`src/hdl/sorter_pkg.sv`:
```
// Sorter package with block size, chunk length and slot index types, and the Batcher network shape
`default_nettype none

package sorter_pkg;

    // Words per block, fixed by the network wiring
    localparam int SORT_SIZE = 8;

    // Registered compare-exchange stages of the 8-input odd-even merge network
    localparam int NUM_STAGES = 6;
    localparam int PAIRS_PER_STAGE = 4;

    // Chunk length, 1 to 8
    typedef logic [3:0] count_t;

    // Index of one slot in a word array
    typedef logic [$clog2(SORT_SIZE)-1:0] slot_idx_t;

    // Each entry packs {enable, low index, high index}; disabled entries are all zero
    // Stage 0 sits in the leftmost bits, so the table reads top to bottom
    localparam logic [0:NUM_STAGES-1][0:PAIRS_PER_STAGE-1][6:0] STAGE_PAIRS = {
        {1'b1, 3'd0, 3'd1}, {1'b1, 3'd2, 3'd3}, {1'b1, 3'd4, 3'd5}, {1'b1, 3'd6, 3'd7},
        {1'b1, 3'd0, 3'd2}, {1'b1, 3'd1, 3'd3}, {1'b1, 3'd4, 3'd6}, {1'b1, 3'd5, 3'd7},
        {1'b1, 3'd1, 3'd2}, {1'b1, 3'd5, 3'd6}, 7'd0,               7'd0,
        {1'b1, 3'd0, 3'd4}, {1'b1, 3'd1, 3'd5}, {1'b1, 3'd2, 3'd6}, {1'b1, 3'd3, 3'd7},
        {1'b1, 3'd2, 3'd4}, {1'b1, 3'd3, 3'd5}, 7'd0,               7'd0,
        {1'b1, 3'd1, 3'd2}, {1'b1, 3'd3, 3'd4}, {1'b1, 3'd5, 3'd6}, 7'd0
    };

endpackage

`default_nettype wire

```
`src/hdl/batcher_network_8.sv`:
```
// Pipelined 8-input Batcher odd-even merge network, six registered compare-exchange stages
`timescale 1ns/10ps
`default_nettype none

module batcher_network_8 #(
    parameter int DATA_WIDTH = 32
) (
    input  logic                      clock,
    input  logic                      rst_n,
    input  logic                      in_valid,
    input  logic [DATA_WIDTH-1:0]     in_words [sorter_pkg::SORT_SIZE],
    input  sorter_pkg::count_t        in_count,
    output logic                      out_valid,
    output logic [DATA_WIDTH-1:0]     out_words [sorter_pkg::SORT_SIZE],
    output sorter_pkg::count_t        out_count
);

    localparam int NS = sorter_pkg::NUM_STAGES;
    localparam int NP = sorter_pkg::PAIRS_PER_STAGE;

    // Registered outputs of each stage
    logic [DATA_WIDTH-1:0] stage_words [NS][sorter_pkg::SORT_SIZE];
    logic                  stage_valid [NS];
    sorter_pkg::count_t    stage_count [NS];

    for (genvar s = 0; s < NS; s++) begin : g_stage
        localparam logic [0:NP-1][6:0] PAIRS = sorter_pkg::STAGE_PAIRS[s];

        logic [DATA_WIDTH-1:0] src [sorter_pkg::SORT_SIZE];
        logic [DATA_WIDTH-1:0] cx  [sorter_pkg::SORT_SIZE];
        logic                  src_valid;
        sorter_pkg::count_t    src_count;

        // Stage 0 takes the collector block, later stages the previous register
        if (s == 0) begin : g_src_in
            assign src       = in_words;
            assign src_valid = in_valid;
            assign src_count = in_count;
        end else begin : g_src_prev
            assign src       = stage_words[s-1];
            assign src_valid = stage_valid[s-1];
            assign src_count = stage_count[s-1];
        end

        // Pairs within a stage never share an index, so each word is
        // touched by at most one comparator
        always_comb begin
            cx = src;
            for (int p = 0; p < NP; p++) begin
                if (PAIRS[p][6] && (src[PAIRS[p][5:3]] > src[PAIRS[p][2:0]])) begin
                    cx[PAIRS[p][5:3]] = src[PAIRS[p][2:0]];
                    cx[PAIRS[p][2:0]] = src[PAIRS[p][5:3]];
                end
            end
        end

        always_ff @(posedge clock or negedge rst_n) begin
            if (!rst_n) begin
                stage_valid[s] <= 1'b0;
            end else begin
                stage_valid[s] <= src_valid;
            end
        end

        // Data and count shift every cycle; the valid bit marks which slots are live
        always_ff @(posedge clock) begin
            stage_words[s] <= cx;
            stage_count[s] <= src_count;
        end
    end

    assign out_valid = stage_valid[NS-1];
    assign out_words = stage_words[NS-1];
    assign out_count = stage_count[NS-1];

endmodule

`default_nettype wire

```
`src/hdl/block_serializer.sv`:
```
// Block serializer that streams the first count words of a sorted block with a last marker
`timescale 1ns/10ps
`default_nettype none

module block_serializer #(
    parameter int DATA_WIDTH = 32
) (
    input  logic                      clock,
    input  logic                      rst_n,
    input  logic                      in_valid,
    input  logic [DATA_WIDTH-1:0]     in_words [sorter_pkg::SORT_SIZE],
    input  sorter_pkg::count_t        in_count,
    output logic                      out_valid,
    output logic [DATA_WIDTH-1:0]     out_data,
    output logic                      out_last
);

    typedef enum logic {
        S_IDLE,
        S_STREAM
    } state_t;

    state_t                state;
    sorter_pkg::slot_idx_t idx;
    sorter_pkg::slot_idx_t next_idx;
    logic                  next_is_last;

    // Captured block and its length
    logic [DATA_WIDTH-1:0] held_words [sorter_pkg::SORT_SIZE];
    sorter_pkg::count_t    held_count;

    // idx is the word on the output now, so the following one is last
    // when idx + 2 equals the count
    assign next_idx     = idx + 1'b1;
    assign next_is_last = ({1'b0, idx} + sorter_pkg::count_t'(2)) == held_count;

    always_ff @(posedge clock or negedge rst_n) begin
        if (!rst_n) begin
            state     <= S_IDLE;
            idx       <= '0;
            out_valid <= 1'b0;
            out_last  <= 1'b0;
        end else if (in_valid) begin
            // Word 0 goes out at once; a single-word chunk never streams
            idx       <= '0;
            out_valid <= 1'b1;
            out_last  <= (in_count == sorter_pkg::count_t'(1));
            state     <= (in_count == sorter_pkg::count_t'(1)) ? S_IDLE : S_STREAM;
        end else if (state == S_STREAM) begin
            idx       <= next_idx;
            out_valid <= 1'b1;
            out_last  <= next_is_last;
            if (next_is_last) begin
                state <= S_IDLE;
            end
        end else begin
            out_valid <= 1'b0;
            out_last  <= 1'b0;
        end
    end

    always_ff @(posedge clock) begin
        if (in_valid) begin
            held_words <= in_words;
            held_count <= in_count;
            out_data   <= in_words[0];
        end else if (state == S_STREAM) begin
            out_data <= held_words[next_idx];
        end
    end

endmodule

`default_nettype wire

```
`src/hdl/chunk_collector.sv`:
```
// Chunk collector that gathers serial words into a padded 8-slot block for the sorting network
`timescale 1ns/10ps
`default_nettype none

module chunk_collector #(
    parameter int DATA_WIDTH = 32
) (
    input  logic                      clock,
    input  logic                      rst_n,
    input  logic                      in_valid,
    input  logic [DATA_WIDTH-1:0]     in_data,
    input  sorter_pkg::count_t        in_count,
    output logic                      block_valid,
    output logic [DATA_WIDTH-1:0]     block_words [sorter_pkg::SORT_SIZE],
    output sorter_pkg::count_t        block_count
);

    // Slot that the next strobed word goes into
    sorter_pkg::slot_idx_t idx;
    logic                  last_word;

    // The chunk ends when the word at index in_count - 1 arrives
    assign last_word = in_valid && ({1'b0, idx} == in_count - sorter_pkg::count_t'(1));

    always_ff @(posedge clock or negedge rst_n) begin
        if (!rst_n) begin
            idx         <= '0;
            block_valid <= 1'b0;
        end else begin
            block_valid <= last_word;
            if (last_word) begin
                idx <= '0;
            end else if (in_valid) begin
                idx <= idx + 1'b1;
            end
        end
    end

    // Words and count are payload and only change on a strobe
    always_ff @(posedge clock) begin
        if (in_valid) begin
            block_words[idx] <= in_data;
            if (last_word) begin
                block_count <= in_count;
                // All-ones filler sorts above every real key, so the serializer
                // can cut the sorted block at the count
                for (int i = 0; i < sorter_pkg::SORT_SIZE; i++) begin
                    if (i > int'(idx)) begin
                        block_words[i] <= '1;
                    end
                end
            end
        end
    end

    // The network samples the block one edge after the final word lands.
    // A new chunk may start writing slot 0 at that same edge, which is safe
    // because the sample sees the value from before the edge

endmodule

`default_nettype wire

```
`src/hdl/serial_batcher_sorter.sv`:
```
// Serial front end around an 8-input Batcher sorting network, words in and sorted words out
`timescale 1ns/10ps
`default_nettype none

module serial_batcher_sorter #(
    parameter int DATA_WIDTH = 32
) (
    input  logic                      clock,
    input  logic                      rst_n,
    input  logic                      in_valid,
    input  logic [DATA_WIDTH-1:0]     in_data,
    input  sorter_pkg::count_t        in_count,
    output logic                      out_valid,
    output logic [DATA_WIDTH-1:0]     out_data,
    output logic                      out_last
);

    // Collector to network
    logic                  block_valid;
    logic [DATA_WIDTH-1:0] block_words [sorter_pkg::SORT_SIZE];
    sorter_pkg::count_t    block_count;

    // Network to serializer
    logic                  sorted_valid;
    logic [DATA_WIDTH-1:0] sorted_words [sorter_pkg::SORT_SIZE];
    sorter_pkg::count_t    sorted_count;

    chunk_collector #(.DATA_WIDTH(DATA_WIDTH)) u_collector (
        .clock       (clock),
        .rst_n       (rst_n),
        .in_valid    (in_valid),
        .in_data     (in_data),
        .in_count    (in_count),
        .block_valid (block_valid),
        .block_words (block_words),
        .block_count (block_count)
    );

    batcher_network_8 #(.DATA_WIDTH(DATA_WIDTH)) u_network (
        .clock     (clock),
        .rst_n     (rst_n),
        .in_valid  (block_valid),
        .in_words  (block_words),
        .in_count  (block_count),
        .out_valid (sorted_valid),
        .out_words (sorted_words),
        .out_count (sorted_count)
    );

    block_serializer #(.DATA_WIDTH(DATA_WIDTH)) u_serializer (
        .clock     (clock),
        .rst_n     (rst_n),
        .in_valid  (sorted_valid),
        .in_words  (sorted_words),
        .in_count  (sorted_count),
        .out_valid (out_valid),
        .out_data  (out_data),
        .out_last  (out_last)
    );

endmodule

`default_nettype wire

```
`config.mk`:
```
export PLATFORM = sky130hd
export DESIGN_NAME = serial_batcher_sorter
export DESIGN_NICKNAME = d
export VERILOG_FILES = /design/src/hdl/sorter_pkg.sv /design/src/hdl/batcher_network_8.sv /design/src/hdl/block_serializer.sv /design/src/hdl/chunk_collector.sv /design/src/hdl/serial_batcher_sorter.sv
export SDC_FILE = /design/constraint.sdc
export NUM_CORES = 2
export LEC_CHECK = 0
export ABC_AREA = 1
export BUFFER_PORTS_ARGS = -buffer_cell sky130_fd_sc_hd__buf_2
export CAP_MARGIN = 10
export CORE_AREA = 2 2 656 397
export CTS_CLUSTER_SIZE = 24
export DETAILED_ROUTE_END_ITERATION = 6
export DIE_AREA = 0 0 658 399
export PLACE_DENSITY_LB_ADDON = 0.15
export SETUP_SLACK_MARGIN = 0.15
export SYNTH_ARGS = -nofsm -noshare
export SYNTH_HDL_FRONTEND = slang
export SYNTH_HIERARCHICAL = 1
export SYNTH_SLANG_ARGS = --single-unit
```
`constraint.sdc`:
```
create_clock -name clock -period 7.3 [get_ports clock]
set_input_delay 1.46 -clock clock [delete_from_list [all_inputs] [get_ports clock]]
set_output_delay 1.46 -clock clock [all_outputs]
set_load 0.05 [all_outputs]
```
==> impl_metrics.tcl <==
set metrics [dict create \
    period_needed_ns 4.67 \
    gp_congestion 0.846 \
    ys_seq_area_share_pct 53.9 \
    ys_seq_elements 2128 \
    clockBufferDepth 4 \
    insertion_delay_ns 0.87 \
    coreArea_mm2 0.256 \
    die_h_um 399 \
    yosysWarnings 6 \
    antenna_found_initial 23 \
    initialDrtViolationCount 5822 \
    relSlewSlack_pct 25.6 \
    syn_to_final_growth_pct 11.0 \
    cp_max_fo 65 \
    io-pin-count 73 \
    grt_pass1_wl_mm 407 \
    wl_per_cell_um 19.4 \
    finalHoldViolCount 0 \
    utilization_pct 38.8 \
    yosys.area.top_type "dfxtp_1" \
    syn_nets 11200 \
    ant_nets 0 \
    maxCapViolations 0 \
    place_hpwl_mm 207 \
    fp-row-count 144 \
    dieArea_mm2 0.263 \
    run_status "finished clean" \
    rsz0062_at_grt "no" \
    drv_slew 0 \
    track_usage_pct 20.6 \
    netlist_area_mm2 0.0895 \
    path_class "reg -> reg" \
    hold_class "reg -> reg" \
    post_cts_buffers 0 \
    finalCritPeriodShare_pct 63.9 \
    worst_slew_pin_slew_ns 1.11 \
    io_buffers 72 \
    floorplan.initialDensity_pct 35.0 \
    layout_commonest_cell "nand2_1" \
    syn_avg_cell_area_um2 8.46 \
    nets 11100 \
    fin_skew_ns 0.0454 \
    critPathRequiredTime_ns 8.03 \
    cp-end-kind "register" \
    clock_sinks 2128 \
    cts_max_level 4 \
    gr-total-overflow 0 \
    chipWidth_um 658 \
    synthCells 10600 \
    drc 0 \
    grt_pass1_vias 63200 \
    clock-root-buffer "clkbuf_16" \
    setup_viol 0 \
    drt-vias-per-instance 4.77 \
    drive_above_1_share_pct 5.26 \
    cts_tree "built" \
    synth_cell_types 32 \
    vias 67100 \
    clk_pin_slew_ns 0.06 \
    start_kind "register" \
    dr.pass1.iters 6 \
    synth_top_area_share_pct 34.9 \
    post_cts_resized 0 \
    layout_common_cells "nand2_1, dfxtp_1, nand3_1, inv_1, ha_1" \
    grt_start_max_net_pins 149 \
    numCtsBuffers 208 \
    crit_arrival_ns 5.40 \
    ctsHoldBuffers 0 \
    fmaxAchievable_ghz 0.214 \
    fin_setup_tns_ns 0 \
    totalWireLength_mm 272 \
    ys_top_cells_by_area "dfxtp_1, edfxtp_1, nand2_1" \
]
[synth_stat cells (all sizes together)]
cell,instances
edfxtp,552
o21a,20
xor2,2
nor3b,1
a21o,23
mux2i,96
ha,615
nor3,7
a21oi,248
buf,432
nor2,228
dfrtp,16
clkbuf,62
nand3,1466
clkinv,1
inv,1097
xnor2,2
dfxtp,1560
nand4,48
nand2,3928
o21ai,171
[final cells by class]
type,instances,area [um2]
well taps,3431,4290
fillers,25500,157000
multi-input cells,6855,34700
repair buffers,154,1040
diodes,11,27.5
flip-flops and latches,2128,48200
inverters,1098,4130
clock buffers,301,6100
clock inverters,78,902
[registers in the layout, indices dropped and copies added (netlist names), 3 cells and up]
signal	count
u_collector/block_count	4
u_collector/block_words	256
u_serializer/out_data	32
u_network/g_stage.src_valid	5
u_serializer/idx	3
u_network/stage_count	24
u_serializer/held_count	4
u_collector/idx	3
u_serializer/held_words	256
u_network/stage_words	1536
[stage by stage]
stage	std cells	cell area, um2	setup WS [ns]	hold slack, ns
4_1_cts	14000	99400	2.74	0.314
3_3_place_gp	13700	92400	2.81	0.312
5_1_grt	14000	99400	2.28	0.316
3_5_place_dp	13700	92400	2.77	0.312
6_report	14100	99400	2.63	0.316
2_1_floorplan	10600	89500	2.40	0.310
[cell families after synthesis]
group	count (synthesis)	share of synthesized area [%]
AO/OA/AOI/OAI	462	2.70
buffers and inverters	1592	7.56
AND/OR/NAND/NOR	5678	26.2
multiplexers	96	1.07
flip-flops	2128	53.9
XOR/XNOR	4	0.0475
adder cells (fa/ha/maj)	615	8.60
[per-layer routing]
layer,GRT usage [%],routed length (um)
met5,0,13
met4,3.95,4790
met3,2.56,15500
met2,30.8,112000
met1,31.7,140000
[critical path: stages, from the launching register on]
cell	delay (ns)
dfxtp_1	0.44
inv_1	0.07
ha_1	0.28
nand2_1	0.07
nor2_1	0.84
nand2_1	0.12
nand2_1	0.39
nand2_1	0.09
nand2_1	0.19
nand2_1	0.11
nand2_2	0.07
buf_4	0.58
nand2_2	0.62
buf_4	0.45
nand2_1	0.11
nand2_1	0.05
[worst paths after layout]
check                                              startpoint                             to  slack (ns)  depth (start not counted)
worst min register to register  u_network/stage_words[1][133]  u_network/stage_words[2][133]        0.32                          0
worst max-delay path            u_network/stage_words[0][134]  u_network/stage_words[1][135]        2.63                         15
worst max register to register  u_network/stage_words[0][134]  u_network/stage_words[1][135]        2.63                         15
worst min-delay path            u_network/stage_words[1][133]  u_network/stage_words[2][133]        0.32                          0
max in group asynchronous                               rst_n            u_serializer/idx[0]        6.36                          1
min in group asynchronous                               rst_n             u_collector/idx[2]        0.56                          1
Power is not shown: default switching activity piles up to over one toggle a cycle in this logic, so the estimate is an artifact.
